===== config.mk =====
export PLATFORM = sky130hd
export DESIGN_NAME = mul_unit
export DESIGN_NICKNAME = d
export VERILOG_FILES = /design/src/hw/mul_pkg.sv /design/src/hw/mul_unit.sv /design/src/hw/mul_result.sv /design/src/hw/mul_core.sv /design/src/hw/mul_decode.sv
export SDC_FILE = /design/constraint.sdc
export NUM_CORES = 2
export LEC_CHECK = 0
export ABC_AREA = 1
export BUFFER_PORTS_ARGS = -buffer_cell sky130_fd_sc_hd__buf_4
export CORE_UTILIZATION = 30
export DETAILED_ROUTE_END_ITERATION = 10
export PLACE_DENSITY = 0.45
export SLEW_MARGIN = 20
export SYNTH_ARGS = -nofsm -noshare
export SYNTH_HDL_FRONTEND = slang
export SYNTH_SLANG_ARGS = --single-unit

===== constraint.sdc =====
create_clock -name clk -period 12.2 [get_ports clk]
set_input_delay 0.61 -clock clk [delete_from_list [all_inputs] [get_ports clk]]
set_output_delay 0.61 -clock clk [all_outputs]
set_load 0.01 [all_outputs]

===== src/hw/mul_pkg.sv =====
package mul_pkg;

  ////////////////////////////////////////////////////////////////////////////
  // Widths
  ////////////////////////////////////////////////////////////////////////////

  localparam int xlen      = 32;
  localparam int tag_width = 5;            // Destination register index

  ////////////////////////////////////////////////////////////////////////////
  // Encodings
  ////////////////////////////////////////////////////////////////////////////

  // Values follow funct3[1:0] of the M-extension multiplies
  typedef enum logic [1:0] {
    mul_op_mul    = 2'b00,                 // Low half, signed x signed
    mul_op_mulh   = 2'b01,                 // High half, signed x signed
    mul_op_mulhsu = 2'b10,                 // High half, signed x unsigned
    mul_op_mulhu  = 2'b11                  // High half, unsigned x unsigned
  } mul_op_e;

  typedef enum logic [1:0] {
    core_idle = 2'b00,
    core_run  = 2'b01,
    core_fix  = 2'b10
  } core_state_e;

  ////////////////////////////////////////////////////////////////////////////
  // Stage payloads
  ////////////////////////////////////////////////////////////////////////////

  typedef struct packed {
    mul_op_e              op;
    logic [xlen-1:0]      rs1;
    logic [xlen-1:0]      rs2;
    logic [tag_width-1:0] rd;
  } mul_issue_t;

  typedef struct packed {
    logic                 valid;
    mul_op_e              op;
    logic [xlen:0]        op1;             // Already sign or zero extended
    logic [xlen:0]        op2;
    logic [tag_width-1:0] rd;
  } mul_operand_t;

  typedef struct packed {
    logic                 valid;
    mul_op_e              op;
    logic [2*xlen-1:0]    product;
    logic [tag_width-1:0] rd;
  } mul_product_t;

endpackage

===== src/hw/mul_unit.sv =====
`timescale 1ns/1ps

module mul_unit #(
  parameter int mul_performance = 1
) (
  input  logic                          clk,
  input  logic                          rst,
  input  logic                          start,
  input  mul_pkg::mul_issue_t           issue,
  output logic                          busy,
  output logic                          done,
  output logic [mul_pkg::xlen-1:0]      result,
  output logic [mul_pkg::tag_width-1:0] rd_out
);

  import mul_pkg::*;

  mul_operand_t operand;
  mul_product_t product;

  ////////////////////////////////////////////////////////////////////////////
  // Decode -> core -> result
  ////////////////////////////////////////////////////////////////////////////

  mul_decode i_mul_decode (
    .clk     (clk),
    .rst     (rst),
    .start   (start),
    .issue   (issue),
    .operand (operand)
  );

  mul_core #(
    .mul_performance (mul_performance)
  ) i_mul_core (
    .clk     (clk),
    .rst     (rst),
    .operand (operand),
    .product (product),
    .busy    (busy)
  );

  mul_result i_mul_result (
    .clk     (clk),
    .rst     (rst),
    .product (product),
    .done    (done),
    .result  (result),
    .rd_out  (rd_out)
  );

endmodule


===== src/hw/mul_result.sv =====
`timescale 1ns/1ps

module mul_result (
  input  logic                            clk,
  input  logic                            rst,
  input  mul_pkg::mul_product_t           product,
  output logic                            done,
  output logic [mul_pkg::xlen-1:0]        result,
  output logic [mul_pkg::tag_width-1:0]   rd_out
);

  import mul_pkg::*;

  logic [xlen-1:0] lo_half;
  logic [xlen-1:0] hi_half;
  logic [xlen-1:0] sel_half;

  ////////////////////////////////////////////////////////////////////////////
  // Half select
  ////////////////////////////////////////////////////////////////////////////

  assign lo_half = product.product[xlen-1:0];
  assign hi_half = product.product[2*xlen-1:xlen];

  always_comb begin
    case (product.op)
      mul_op_mul: sel_half = lo_half;
      default:    sel_half = hi_half;      // mulh, mulhsu, mulhu
    endcase
  end

  ////////////////////////////////////////////////////////////////////////////
  // Output register
  ////////////////////////////////////////////////////////////////////////////

  always_ff @(posedge clk) begin
    if (!rst) begin
      done   <= 1'b0;
      result <= '0;
      rd_out <= '0;
    end else begin
      done <= product.valid;
      if (product.valid) begin             // Hold between pulses
        result <= sel_half;
        rd_out <= product.rd;
      end
    end
  end

endmodule


===== src/hw/mul_core.sv =====
`timescale 1ns/1ps

module mul_core #(
  parameter int mul_performance = 1
) (
  input  logic                  clk,
  input  logic                  rst,
  input  mul_pkg::mul_operand_t operand,
  output mul_pkg::mul_product_t product,
  output logic                  busy
);

  import mul_pkg::*;

  localparam int cnt_w = $clog2(xlen);

  generate
    if (mul_performance == 1) begin : g_single

      //////////////////////////////////////////////////////////////////////////
      // Single cycle multiplier, one request per cycle
      //////////////////////////////////////////////////////////////////////////

      logic signed [2*xlen+1:0] full;

      assign full = $signed(operand.op1) * $signed(operand.op2);
      assign busy = 1'b0;                  // Never holds off the issuer

      always_ff @(posedge clk) begin
        if (!rst) begin
          product <= '0;
        end else begin
          product.valid <= operand.valid;
          if (operand.valid) begin
            product.op      <= operand.op;
            product.product <= full[2*xlen-1:0];
            product.rd      <= operand.rd;
          end
        end
      end

    end else begin : g_iter

      //////////////////////////////////////////////////////////////////////////
      // Iterative shift and add on magnitudes
      //////////////////////////////////////////////////////////////////////////

      core_state_e       state;
      mul_op_e           op_q;
      logic [tag_width-1:0] rd_q;
      logic [xlen-1:0]   mag1_q;
      logic [xlen-1:0]   mag2_q;
      logic              neg_q;
      logic [cnt_w-1:0]  idx_q;
      logic [2*xlen-1:0] acc;

      logic [xlen:0]     neg1;
      logic [xlen:0]     neg2;
      logic [xlen-1:0]   mag1;
      logic [xlen-1:0]   mag2;
      logic [cnt_w:0]    lzc;
      logic              seen;
      logic [cnt_w-1:0]  top_bit;

      // Magnitudes always fit in xlen bits after extension
      always_comb begin
        neg1 = -operand.op1;
        neg2 = -operand.op2;
        mag1 = operand.op1[xlen] ? neg1[xlen-1:0] : operand.op1[xlen-1:0];
        mag2 = operand.op2[xlen] ? neg2[xlen-1:0] : operand.op2[xlen-1:0];
      end

      // Leading zero count of the first magnitude
      always_comb begin
        lzc  = '0;
        seen = 1'b0;
        for (int i = xlen - 1; i >= 0; i--) begin
          if (mag1[i]) begin
            seen = 1'b1;
          end else if (!seen) begin
            lzc = lzc + 1'b1;
          end
        end
        top_bit = cnt_w'(xlen - 1 - int'(lzc)); // Unused when mag1 is zero
      end

      assign busy = (state != core_idle) | operand.valid;

      // Control and handover
      always_ff @(posedge clk) begin
        if (!rst) begin
          state   <= core_idle;
          product <= '0;
        end else begin
          product.valid <= 1'b0;
          case (state)
            core_idle: begin
              if (operand.valid) begin
                state <= (mag1 == '0) ? core_fix : core_run;
              end
            end
            core_run: begin
              if (idx_q == '0) begin
                state <= core_fix;             // Bit 0 done this cycle
              end
            end
            core_fix: begin
              state           <= core_idle;
              product.valid   <= 1'b1;
              product.op      <= op_q;
              product.rd      <= rd_q;
              product.product <= neg_q ? -acc : acc;
            end
            default: begin
              state <= core_idle;
            end
          endcase
        end
      end

      // Datapath
      always_ff @(posedge clk) begin
        case (state)
          core_idle: begin
            if (operand.valid) begin
              op_q   <= operand.op;
              rd_q   <= operand.rd;
              mag1_q <= mag1;
              mag2_q <= mag2;
              neg_q  <= operand.op1[xlen] ^ operand.op2[xlen];
              idx_q  <= top_bit;
              acc    <= '0;
            end
          end
          core_run: begin
            acc   <= {acc[2*xlen-2:0], 1'b0} +
                     (mag1_q[idx_q] ? {{xlen{1'b0}}, mag2_q} : '0);
            idx_q <= idx_q - 1'b1;
          end
          default: begin
            acc <= acc;
          end
        endcase
      end

    end
  endgenerate

endmodule


===== src/hw/mul_decode.sv =====
`timescale 1ns/1ps

module mul_decode (
  input  logic                  clk,
  input  logic                  rst,
  input  logic                  start,
  input  mul_pkg::mul_issue_t   issue,
  output mul_pkg::mul_operand_t operand
);

  import mul_pkg::*;

  logic          op1_signed;
  logic          op2_signed;
  logic [xlen:0] op1_ext;
  logic [xlen:0] op2_ext;

  ////////////////////////////////////////////////////////////////////////////
  // Signedness of each source
  ////////////////////////////////////////////////////////////////////////////

  always_comb begin
    case (issue.op)
      mul_op_mul,
      mul_op_mulh: begin
        op1_signed = 1'b1;
        op2_signed = 1'b1;
      end
      mul_op_mulhsu: begin
        op1_signed = 1'b1;
        op2_signed = 1'b0;
      end
      default: begin                       // mulhu
        op1_signed = 1'b0;
        op2_signed = 1'b0;
      end
    endcase
  end

  // One extra bit so the core can treat every operand as signed
  assign op1_ext = {op1_signed & issue.rs1[xlen-1], issue.rs1};
  assign op2_ext = {op2_signed & issue.rs2[xlen-1], issue.rs2};

  ////////////////////////////////////////////////////////////////////////////
  // Stage register
  ////////////////////////////////////////////////////////////////////////////

  always_ff @(posedge clk) begin
    if (!rst) begin
      operand <= '0;
    end else begin
      operand.valid <= start;              // One cycle strobe
      if (start) begin
        operand.op  <= issue.op;
        operand.op1 <= op1_ext;
        operand.op2 <= op2_ext;
        operand.rd  <= issue.rd;
      end
    end
  end

endmodule


==> qor.txt <==
P&R area growth vs syn = 7.243%
Max-slew violations = 0
TritonCTS clock tree = yes
Pleak = 29.37 nW
Reg2Reg Launch Point = i_mul_decode.operand[70]
Row cnt = 145
Port bufs = 111
DIE AREA = 159100 um^2
Syn. warnings = 0
Final hold violations = 0
Routed metal-1 wire length = 65760 um
DIE WIDTH = 398.9 um
H-Tree Depth = 4
Critical path capture point type = flop
Max-Cap Viols = 0
GRT Util Overall = 20.87%
Routed Antenna Nets = 0
Pre-antenna DRT Iters = 5
Via count = 36470
Max Fclk = 0.1152 GHz
Worst R2R End = i_mul_core.product[61]
Wirelength per Cell = 19.72 um
WL met2 = 83340 um
Root buf cell = clkbuf_16
Overflow after GRT = 0
CTS Hold Bufs = 0
Fraction of registers with async set/reset = 0%
Worst Tran Pin Value = 1.064 ns
Synth Instances = 6072
Worst IR Drop VDD = 232.6 uV
Dominant synthesized flop cell = dfxtp_1
Starting utilization of the core area = 30.22%
Worst EP required = 12.62 ns
Final Net Count = 7368
Clock period minus final worst setup slack = 8.680 ns
Global-route wire length before repair = 248800 um
RD Place Congestion = 0.9403
Initial antenna violation count = 8
Syn Area/Cell = 7.784 um^2
Setup slack, reg-to-reg = 3.52 ns
Reg2reg path depth = 26
Fin crit share = 71.15%
Largest net degree at the start of global routing = 84
Synthesized area = 47260 um^2
Die height = 398.9 um
DR top layer = met5
Post-DP HPWL = 130000 um
Setup TNS = 0 ns
Sequential-to-total area share from yosys stat = 7.794%
# DRC = 0
Initial DRC count = 2197
CTS resizes = 0
WL met3 = 4399 um
Worst setup path start = i_mul_decode.operand[70]
Fill cells = 16930
Synth cell types = 47
I/O Pins = 113
Hold WC Path Type = in2reg
Total Power = 9.681 mW
Syn_nets = 7483
Core Area = 156400 um^2
Crit Path Category = reg2reg
WP data arrival = 9.10 ns
Routed vias/inst = 4.541
Routed WL = 158400 um
Vias in the first global route = 40390
Slew headroom = 29.00%
End of the critical path = i_mul_core.product[61]
Clock sink count = 184
CTS max path bufs = 2
CP Launch Type = flop
Clock transition at path regs = 0.11 ns
Clock skew = 0.04032 ns
Layout cell share with drive strength beyond 1 = 5.176%
Skew-Pair Late Insertion Delay = 0.54 ns
Post-synthesis register bit count = 184
Cts bufs inserted = 17
Power per Cell Area = 191.0 nW/um^2
Status = completed
Post-synth EDFFs = 0
Postcts setup bufs = 0
Final setup violation count = 0
RSZ-0062 raised after global routing = no
CP max FO = 32
==> synth_stat cells, types with 2 or more instances <==
cell	n	area (um^2)
xnor2_1	7	61.31
o21bai_1	7	52.55
o21a_1	4	30.03
nor2_1	389	1460
nand3_2	8	80.08
a21oi_2	4	35.03
nor2_2	20	125.1
fa_1	1125	22520
inv_1	1835	6888
nor3_1	9	45.04
dfxtp_1	184	3684
or2_1	2	12.51
nand3_1	123	615.6
o211ai_1	45	337.8
a21oi_1	98	490.5
o21ai_1	19	95.09
clkbuf_1	319	1197
buf_2	5	25.02
o21ai_0	162	810.8
nor2_4	5	56.30
or2_2	9	56.30
a21boi_0	5	37.54
nand2_2	16	100.1
nand2_1	1369	5139
xor2_1	23	201.4
nor3_2	3	30.03
nand3b_1	3	22.52
nand4_1	25	156.4
nor4_1	4	25.02
ha_1	212	2653
inv_2	9	33.78
a21o_1	8	60.06
buf_1	2	7.510
==> layout by cell type, fill, tap and decap left out, types with 3 or more instances in the layout <==
cell type and n:
nand3b_1 3, nand2_2 16, nor2_4 5, nand4_1 25, o21ai_0 162, a21oi_1 98
a21oi_2 4, xor2_1 23, o21ai_1 19, fa_1 1125, nand2_1 1369, xnor2_1 7
nor3_1 9, a21o_1 8, ha_1 212, nor2_2 21, buf_4 193, o21a_1 4
nor3_2 3, nor2_1 388, clkbuf_16 17, inv_2 9, nor4_1 4, o21bai_1 7
dfxtp_1 182, nand3_1 123, o211ai_1 45, clkinv_8 5, inv_1 1834, or2_2 9
inv_6 5, nand3_2 8, a21boi_0 5
==> registers in the layout (all words and copies together), names as in the netlist <==
register              flops
i_mul_decode.operand     74
i_mul_result.rd_out       5
i_mul_result.result      32
i_mul_core.product       72
i_mul_result.done         1
==> how the worst min path moves through the flow <==
| stage | from | cells past startpoint | end |
|---|---|---|---|
| final | issue[27] | 3 | i_mul_decode.operand[27] |
| after global routing | issue[22] | 3 | i_mul_decode.operand[22] |
| after CTS | issue[57] | 3 | i_mul_decode.operand[58] |
| after detailed placement | i_mul_result.result[15] | 2 | i_mul_result.result[15] |
| after global placement | i_mul_core.product[28] | 2 | i_mul_core.product[28] |
| after floorplan | i_mul_decode.operand[71] | 2 | i_mul_decode.operand[71] |
==> per-stage QoR <==
step | cells | instance area [um^2] | hold slack, ns | setup slack [ns] | utilization [%]
after floorplan | 6072 | 47260 | 0.4413 | 4.726 | -
final | 8030 | 50690 | 0.2809 | 3.520 | 32.41
after detailed placement | 7996 | 50060 | 0.4644 | 3.544 | 32.01
after CTS | 8028 | 50680 | 0.2442 | 3.510 | 32.41
after global placement | 7996 | 50060 | 0.4632 | 3.681 | 32.01
after global routing | 8030 | 50690 | 0.2912 | 2.973 | 32.41
==> worst max-delay path, cell delays in order, from the launching register on <==
cell and delay [ns]:
dfxtp_1 0.32, buf_4 0.36, nand2_1 0.16, inv_1 0.15, fa_1 0.50, fa_1 0.57, fa_1 0.90, inv_1 0.23
fa_1 1.02, inv_1 0.35, fa_1 0.54, fa_1 0.51, fa_1 0.49, inv_1 0.05, fa_1 0.48, inv_1 0.04
ha_1 0.42, nand2_1 0.14, nor2_1 0.11, inv_1 0.08, nor2_1 0.26, nand2_1 0.08, o21bai_1 0.25, nand4_1 0.15
nand3_1 0.20, nand2_1 0.13, inv_1 0.04
==> area by class of cell <==
type | count | area, um^2 | share of cell area [%]
Multi-Input combinational cell | 3716 | 35420 | 69.88
Inverter | 1845 | 6927 | 13.67
Sequential cell | 184 | 3689 | 7.277
Tap cell | 2058 | 2575 | 5.080
Timing Repair Buffer | 193 | 1449 | 2.859
Clock buffer | 18 | 439.2 | 0.8665
Clock inverter | 14 | 183.9 | 0.3629
Antenna cell | 2 | 5.005 | 0.009874
==> where the power goes <==
| group | internal [mW] | leakage, nW | switching [mW] |
|---|---|---|---|
| Sequential | 0.686 | 1.52 | 0.0628 |
| Combinational | 2.58 | 27.5 | 5.70 |
| Clock | 0.301 | 0.302 | 0.352 |
| Total | 3.56 | 29.4 | 6.12 |
==> per-layer routing <==
metal  up-vias  global-route usage (%)
met5         -                       0
met4         2                   6.370
met3       197                   1.086
met2       705                   38.65
met1     18850                   25.85
li1      16710                       -
==> cells by family (layout without fill, tap and decap cells) <==
group,count (synthesis),after routing,share of synthesized area (%)
xor+xnor,30,30,0.5559
flops,184,184,7.794
compound gates,361,361,4.315
fa+ha+maj,1337,1337,53.26
buf+inv,2172,2070,17.27
simple gates,1987,1987,16.79
other cells,1,3,0.007934
Power figures use the tool's default switching activity.
